===== src/fe_defs.svh =====
`ifndef FE_DEFS_SVH
`define FE_DEFS_SVH

// width of pc and instruction words
`define FE_XLEN 32

// first fetch address after reset
`define FE_PC_RESET 32'h0000_0000

// fetch queue entries, power of two only
// 4 leaves room for the one request in flight plus a few buffered words
`define FE_FQ_DEPTH 4

`endif


===== src/fe_pkg.sv =====
`include "fe_defs.svh"

package fe_pkg;

  // one fetched word with the address it came from
  typedef struct packed {
    logic [`FE_XLEN-1:0] pc;    // fetch address
    logic [`FE_XLEN-1:0] inst;  // raw instruction word
  } fetch_entry_t;

  // source that picked the next fetch address
  typedef enum logic [1:0] {
    REDIR_SEQ    = 2'd0,  // pc + 4
    REDIR_JAL    = 2'd1,  // predecode jump target
    REDIR_BRANCH = 2'd2,  // branch resolved downstream
    REDIR_TRAP   = 2'd3   // trap / exception vector
  } redirect_src_e;

endpackage


===== src/pc_gen.sv =====
`include "fe_defs.svh"

module pc_gen import fe_pkg::*; (
  input  logic                clk,
  input  logic                rst_i,
  input  logic                stall_i,         // queue nearly full
  input  logic                trap_valid_i,
  input  logic [`FE_XLEN-1:0] trap_pc_i,
  input  logic                branch_valid_i,
  input  logic [`FE_XLEN-1:0] branch_pc_i,
  input  logic                jal_valid_i,     // from predecode
  input  logic [`FE_XLEN-1:0] jal_pc_i,
  output logic [`FE_XLEN-1:0] fetch_addr_o,
  output logic                fetch_req_o,
  output logic [`FE_XLEN-1:0] pc_o,            // last loaded pc
  output logic                flush_o,
  output redirect_src_e       redirect_src_o
);

  logic [`FE_XLEN-1:0] pc_q;
  logic                fetched_q;  // pc_q already sent to memory
  logic                run_q;      // out of reset
  logic [`FE_XLEN-1:0] seq_pc;
  logic [`FE_XLEN-1:0] next_pc;
  logic                redirect;
  logic                pc_load;

  // right after reset or a stalled redirect pc_q itself still needs fetching
  assign seq_pc = fetched_q ? pc_q + `FE_XLEN'd4 : pc_q;

  // fixed priority, trap > branch > jal > sequential
  always_comb begin
    if (trap_valid_i) begin
      next_pc        = trap_pc_i;
      redirect_src_o = REDIR_TRAP;
    end else if (branch_valid_i) begin
      next_pc        = branch_pc_i;
      redirect_src_o = REDIR_BRANCH;
    end else if (jal_valid_i) begin
      next_pc        = jal_pc_i;
      redirect_src_o = REDIR_JAL;
    end else begin
      next_pc        = seq_pc;
      redirect_src_o = REDIR_SEQ;
    end
  end

  assign redirect = run_q & (trap_valid_i | branch_valid_i | jal_valid_i);
  assign flush_o  = redirect;  // drops queue contents and in-flight word

  assign fetch_req_o = run_q & ~stall_i;
  // stalled: present the held pc, no request goes out
  assign fetch_addr_o = (stall_i & ~redirect) ? pc_q : next_pc;

  // redirects override the stall so the target is not lost
  assign pc_load = fetch_req_o | redirect;

  always_ff @(posedge clk) begin
    if (rst_i) begin
      pc_q      <= `FE_PC_RESET;
      fetched_q <= 1'b0;
      run_q     <= 1'b0;
    end else begin
      run_q <= 1'b1;
      if (pc_load) begin
        pc_q      <= next_pc;
        fetched_q <= fetch_req_o;  // low if loaded during a stall
      end
    end
  end

  assign pc_o = pc_q;

endmodule


===== src/fetch_queue.sv =====
`include "fe_defs.svh"

module fetch_queue #(
  parameter type payload_t = logic [`FE_XLEN-1:0],
  parameter int  DEPTH     = `FE_FQ_DEPTH  // power of two
) (
  input  logic     clk,
  input  logic     rst_i,
  input  logic     flush_i,       // empties queue, same-cycle write dropped
  input  logic     wr_valid_i,
  input  payload_t wr_data_i,
  input  logic     rd_pop_i,
  output payload_t rd_data_o,     // head entry
  output logic     not_empty_o,
  output logic     almost_full_o  // one slot or less left
);

  localparam int PTR_W = $clog2(DEPTH);

  payload_t         mem [DEPTH];
  logic [PTR_W-1:0] wr_ptr_q;
  logic [PTR_W-1:0] rd_ptr_q;
  logic [PTR_W:0]   count_q;    // one extra bit so full is representable
  logic             full;
  logic             wr_en;
  logic             rd_en;

  assign full        = (count_q == DEPTH[PTR_W:0]);
  assign not_empty_o = (count_q != '0);
  // leaves room for the request already in flight
  assign almost_full_o = (count_q >= DEPTH[PTR_W:0] - 1'b1);

  assign rd_en = rd_pop_i & not_empty_o;
  // a pop frees the slot in the same cycle
  assign wr_en = wr_valid_i & ~flush_i & (~full | rd_en);

  // payload storage, pointers guard validity
  always_ff @(posedge clk) begin
    if (wr_en) begin
      mem[wr_ptr_q] <= wr_data_i;
    end
  end

  always_ff @(posedge clk) begin
    if (rst_i || flush_i) begin
      wr_ptr_q <= '0;
      rd_ptr_q <= '0;
      count_q  <= '0;
    end else begin
      if (wr_en) begin
        wr_ptr_q <= wr_ptr_q + 1'b1;  // wraps at DEPTH
      end
      if (rd_en) begin
        rd_ptr_q <= rd_ptr_q + 1'b1;
      end
      case ({wr_en, rd_en})
        2'b10:   count_q <= count_q + 1'b1;
        2'b01:   count_q <= count_q - 1'b1;
        default: count_q <= count_q;  // both or neither
      endcase
    end
  end

  assign rd_data_o = mem[rd_ptr_q];

endmodule


===== src/jal_predecode.sv =====
`include "fe_defs.svh"

module jal_predecode import fe_pkg::*; (
  input  logic                entry_valid_i,  // queue not empty
  input  fetch_entry_t        entry_i,        // queue head
  input  logic                hold_i,         // decode not ready
  output logic                pop_o,
  output logic                issue_valid_o,
  output logic [`FE_XLEN-1:0] issue_pc_o,
  output logic [`FE_XLEN-1:0] issue_inst_o,
  output logic                jal_valid_o,
  output logic [`FE_XLEN-1:0] jal_pc_o        // jump target
);

  localparam logic [6:0] OPC_JAL = 7'b110_1111;

  logic [`FE_XLEN-1:0] inst;
  logic                is_jal;
  logic [`FE_XLEN-1:0] j_imm;

  assign inst   = entry_i.inst;
  assign is_jal = (inst[6:0] == OPC_JAL);

  // J-type immediate, bits scattered over the word
  // imm[20] imm[10:1] imm[11] imm[19:12] at inst[31] [30:21] [20] [19:12]
  assign j_imm = {{(`FE_XLEN-20){inst[31]}},  // sign, incl imm[20]
                  inst[19:12],                 // imm[19:12]
                  inst[20],                    // imm[11]
                  inst[30:21],                 // imm[10:1]
                  1'b0};                       // halfword aligned

  // one pop per cycle, no skid
  assign pop_o         = entry_valid_i & ~hold_i;
  assign issue_valid_o = pop_o;
  assign issue_pc_o    = entry_i.pc;
  assign issue_inst_o  = inst;

  // redirect only when the jal actually leaves the queue
  assign jal_valid_o = pop_o & is_jal;
  assign jal_pc_o    = entry_i.pc + j_imm;  // pc relative

endmodule


===== src/fetch_frontend.sv =====
`include "fe_defs.svh"

module fetch_frontend import fe_pkg::*; (
  input  logic                clk,
  input  logic                rst_i,
  input  logic                trap_valid_i,
  input  logic [`FE_XLEN-1:0] trap_pc_i,
  input  logic                branch_valid_i,
  input  logic [`FE_XLEN-1:0] branch_pc_i,
  input  logic                hold_i,
  output logic                imem_req_o,
  output logic [`FE_XLEN-1:0] imem_addr_o,
  input  logic [`FE_XLEN-1:0] imem_rdata_i,  // one cycle after request
  output logic                issue_valid_o,
  output logic [`FE_XLEN-1:0] issue_pc_o,
  output logic [`FE_XLEN-1:0] issue_inst_o,
  output redirect_src_e       redirect_src_o
);

  logic                stall;
  logic                flush;
  logic [`FE_XLEN-1:0] pc_q;       // address of the word now returning
  logic                inflight_q; // request sent last cycle
  logic                wr_valid;
  fetch_entry_t        wr_entry;
  fetch_entry_t        head;
  logic                not_empty;
  logic                pop;
  logic                jal_valid;
  logic [`FE_XLEN-1:0] jal_target;

  pc_gen pc_gen_i (
    .clk            (clk),
    .rst_i          (rst_i),
    .stall_i        (stall),
    .trap_valid_i   (trap_valid_i),
    .trap_pc_i      (trap_pc_i),
    .branch_valid_i (branch_valid_i),
    .branch_pc_i    (branch_pc_i),
    .jal_valid_i    (jal_valid),
    .jal_pc_i       (jal_target),
    .fetch_addr_o   (imem_addr_o),
    .fetch_req_o    (imem_req_o),
    .pc_o           (pc_q),
    .flush_o        (flush),
    .redirect_src_o (redirect_src_o)
  );

  // tracks the single outstanding memory read
  always_ff @(posedge clk) begin
    if (rst_i) begin
      inflight_q <= 1'b0;
    end else begin
      inflight_q <= imem_req_o;  // on flush this is already the target fetch
    end
  end

  // stale response in a flush cycle is masked here and dropped by the queue
  assign wr_valid      = inflight_q & ~flush;
  assign wr_entry.pc   = pc_q;
  assign wr_entry.inst = imem_rdata_i;

  fetch_queue #(
    .payload_t (fetch_entry_t),
    .DEPTH     (`FE_FQ_DEPTH)
  ) fetch_queue_i (
    .clk           (clk),
    .rst_i         (rst_i),
    .flush_i       (flush),
    .wr_valid_i    (wr_valid),
    .wr_data_i     (wr_entry),
    .rd_pop_i      (pop),
    .rd_data_o     (head),
    .not_empty_o   (not_empty),
    .almost_full_o (stall)
  );

  jal_predecode jal_predecode_i (
    .entry_valid_i (not_empty),
    .entry_i       (head),
    .hold_i        (hold_i),
    .pop_o         (pop),
    .issue_valid_o (issue_valid_o),
    .issue_pc_o    (issue_pc_o),
    .issue_inst_o  (issue_inst_o),
    .jal_valid_o   (jal_valid),
    .jal_pc_o      (jal_target)
  );

endmodule


===== config.mk =====
export PLATFORM = sky130hd
export DESIGN_NAME = fetch_frontend
export DESIGN_NICKNAME = d
export VERILOG_FILES = /design/src/fe_pkg.sv /design/src/pc_gen.sv /design/src/fetch_queue.sv /design/src/jal_predecode.sv /design/src/fetch_frontend.sv
export VERILOG_INCLUDE_DIRS = /design/src
export SDC_FILE = /design/constraint.sdc
export NUM_CORES = 1
export LEC_CHECK = 0
export BUFFER_PORTS_ARGS = -buffer_cell sky130_fd_sc_hd__buf_2
export CAP_MARGIN = 0
export CORE_MARGIN = 4
export CORE_UTILIZATION = 30
export CTS_CLUSTER_SIZE = 12
export DETAILED_ROUTE_END_ITERATION = 8
export PLACE_DENSITY = 0.49
export SYNTH_ARGS = -nofsm -noshare
export SYNTH_HDL_FRONTEND = slang
export SYNTH_HIERARCHICAL = 1
export SYNTH_SLANG_ARGS = --single-unit

===== constraint.sdc =====
create_clock -name clk -period 5.6 [get_ports clk]
set_input_delay 0.56 -clock clk [delete_from_list [all_inputs] [get_ports clk]]
set_output_delay 0.56 -clock clk [all_outputs]
set_load 0.01 [all_outputs]

==> impl_metrics.env <==
export IMPL_crit_fanout=17
export IMPL_finalHoldViolCount=0
export IMPL_cp_data_required_time_ns=5.04
export IMPL_cts_root_buffer="clkbuf_16"
export IMPL_path_cells="buf_12 > mux4_2 > ha_1 > a21oi_1 > o21ai_1 > a31oi_1 > a21oi_2 > a31oi_1 > xnor2_1 > o22ai_1 > o21ai_0 > o41ai_2 > a211oi_1 > buf_2"
export IMPL_drv_slew=0
export IMPL_gp_congestion=0.903
export IMPL_synth_edf_count=256
export IMPL_grt_overflow_total=0
export IMPL_post_route_cells_drive_above_1_share_pct=30.9
export IMPL_yosysUniqueCellTypes=99
export IMPL_cp_num_buf_inv=2
export IMPL_power_static_leakage_nw=6.39
export IMPL_pwr_density_cell_nw_per_um2=286
export IMPL_cts_inserted_buffers=35
export IMPL_ios=201
export IMPL_cpLargestDelayFamily="compound AO/OA/AOI/OAI gates"
export IMPL_cts_tree="built"
export IMPL_status="complete, no violations"
export IMPL_syn_nets=1363
export IMPL_setup_viol=0
export IMPL_remaining_drc_errors=0
export IMPL_holdBufCountCts=0
export IMPL_chipHeight_um=236
export IMPL_final_common_cell="edfxtp_1"
export IMPL_path_clk_slew_ns=0.06
export IMPL_rsz0062_at_grt="no"
export IMPL_critPathCapture="imem_addr_o[20]"
export IMPL_ys_flop_type="edfxtp_1"
export IMPL_max_freq_mhz=185
export IMPL_drt_iter0_drc=1088
export IMPL_post_route_period_util_pct=96.7
export IMPL_grt_max_degree=47
export IMPL_yosysWarningCount=6
export IMPL_wl_per_cell_um=25.5
export IMPL_ant_nets=0
export IMPL_final_cell_mix="edfxtp_1, buf_2, nand2_1"
export IMPL_clkLatencyLatePin_ns=0.55
export IMPL_wl_um=53100
export IMPL_vdd_drop_max_uv=217
export IMPL_syn_avg_cell_area_sq_um=12.8
export IMPL_rrSetupSlack_ns=1.13
export IMPL_fin_crit_ns=5.41
export IMPL_cp_start_kind="register"
export IMPL_endpoint_kind="output pin"
export IMPL_synth_area_sq_um=15600
export IMPL_worst_pin_slew_ns=0.922
export IMPL_die_area_sq_um=55800
export IMPL_vias=11200
export IMPL_cp_num_cells=14
export IMPL_htree_levels=2
export IMPL_maxCapViolations=0
export IMPL_grt_pass1_vias=11300
export IMPL_die_w_um=236
export IMPL_fillers=5120
export IMPL_grt_first_pass_wirelength_um=77200
export IMPL_synth_cells=1225
export IMPL_core_region_area_sq_um=51500
export IMPL_async_reset_ff_share_pct=0
export IMPL_grt_use_total_pct=18.5
export IMPL_crit_top_cell="a31oi_1"
export IMPL_synth_seq_area_share_pct=54.8
export IMPL_hp_class="input pin to register"
export IMPL_finClkSkew_ns=0.0280
export IMPL_drt_vias_per_instance=5.37
export IMPL_fin_setup_tns_ns=0
export IMPL_maxSlewHeadroom_pct=38.5
export IMPL_postLayoutCoreUtil_pct=35.6
export IMPL_ff2ff_path_depth=14
export IMPL_critPathKind="register to output pin"
export IMPL_port_buffers=200
export IMPL_area_growth_pct=17.4
export IMPL_crit_arrival_ns=4.85
export IMPL_clk_path_buf_depth=3
export IMPL_r2r_end="fetch_queue_i/mem[3][12]"
export IMPL_nNetsFinal=1513
export IMPL_initial_core_util_pct=30.4
export IMPL_ys_ff_latch=300
export IMPL_drt_pass1_iterations=5
export IMPL_dp_hpwl_um=39000
export IMPL_critPathSlowestCell="mux4_2"
export IMPL_antenna_found_initial=3
export IMPL_rows=83
export IMPL_numClockSinks=300
export IMPL_cpPeakStageDelay_ns=0.56
area by class of cell:
type	count	area, sq um	area share [%]
Antenna cell	2	5.00	0.0273
Clock buffer	47	991	5.40
Clock inverter	15	149	0.811
Inverter	18	67.6	0.368
Multi-Input combinational cell	775	6240	34.0
Sequential cell	300	8580	46.7
Tap cell	680	851	4.63
Timing Repair Buffer	245	1480	8.04
kinds of logic after synthesis:
group | Yosys count | share of synthesized area, %
compound gates | 300 | 12.9
xor+xnor | 35 | 1.96
fa+ha+maj | 37 | 3.06
buf+inv | 151 | 5.95
flops | 300 | 54.8
mux | 73 | 9.79
simple gates | 329 | 11.5
report_power, final:
part / leakage [nW] / internal, mW / switching (mW) / total [mW]
sequential: 2.68 / 2.46 / 0.0606 / 2.52
clock: 0.560 / 1.34 / 0.921 / 2.26
combinational: 3.15 / 0.172 / 0.288 / 0.460
total: 6.39 / 3.97 / 1.27 / 5.24
per-layer routing:
layer | global-route usage, % | wire length [um]
met1 | 26.0 | 23600
met2 | 28.9 | 24100
met3 | 3.99 | 4040
met4 | 5.04 | 1310
met5 | 0 | 7
state kept, by name, summed over array words and instances (netlist names), named ones only:
signal                  cells
pc_gen_i/fetched_q          1
fetch_queue_i/count_q       3
pc_gen_i/pc_o              32
fetch_queue_i/wr_ptr_q      2
fetch_queue_i/rd_ptr_q      2
inflight_q                  1
fetch_queue_i/mem         256
pc_gen_i/run_q              1
what timing repair did:
action,4_1_cts,5_1_grt
resized for setup,8,14
buffers inserted,1,11
endpoints found under the setup margin,3,12
cloned,0,1
pin swaps,0,0
through the flow:
step / setup WS [ns] / hold slack, ns / cells / total power [mW] / cell area [sq um]
2_1_floorplan: 0.765 / 0.455 / 1225 / 2.82 / 15600
3_3_place_gp: 0.218 / 0.500 / 2005 / 3.02 / 17000
3_5_place_dp: 0.303 / 0.512 / 2005 / 3.02 / 17000
4_1_cts: 0.0116 / 0.194 / 2068 / 5.30 / 18200
5_1_grt: 0.0143 / 0.211 / 2080 / 5.45 / 18400
6_report: 0.186 / 0.227 / 2082 / 5.24 / 18400
worst min path at each step:
stage	startpoint	end	slack [ns]	cells after the start
2_1_floorplan	pc_gen_i/pc_o[5]	fetch_queue_i/mem[0][37]	0.45	0
3_3_place_gp	fetch_queue_i/rd_ptr_q[1]	register	0.50	2
3_5_place_dp	fetch_queue_i/rd_ptr_q[1]	register	0.51	2
4_1_cts	imem_rdata_i[25]	fetch_queue_i/mem[1][25]	0.19	1
5_1_grt	imem_rdata_i[27]	fetch_queue_i/mem[2][27]	0.21	1
6_report	imem_rdata_i[25]	fetch_queue_i/mem[1][25]	0.23	1
Yosys cell counts, types with 21 or more instances:
library cell | count | area share (%)
edfxtp_1 | 256 | 49
nand2_1 | 91 | 2.2
nor2_1 | 85 | 2.0
a21oi_1 | 81 | 2.6
buf_4 | 79 | 3.8
mux4_2 | 64 | 9.2
o21ai_0 | 62 | 2.0
dfxtp_1 | 44 | 5.6
ha_1 | 35 | 2.8
clkbuf_1 | 27 | 0.65
nand3_1 | 27 | 0.86
xnor2_1 | 23 | 1.3
a211oi_1 | 21 | 1.0
Note: power is estimated with default switching activity, not from simulation.
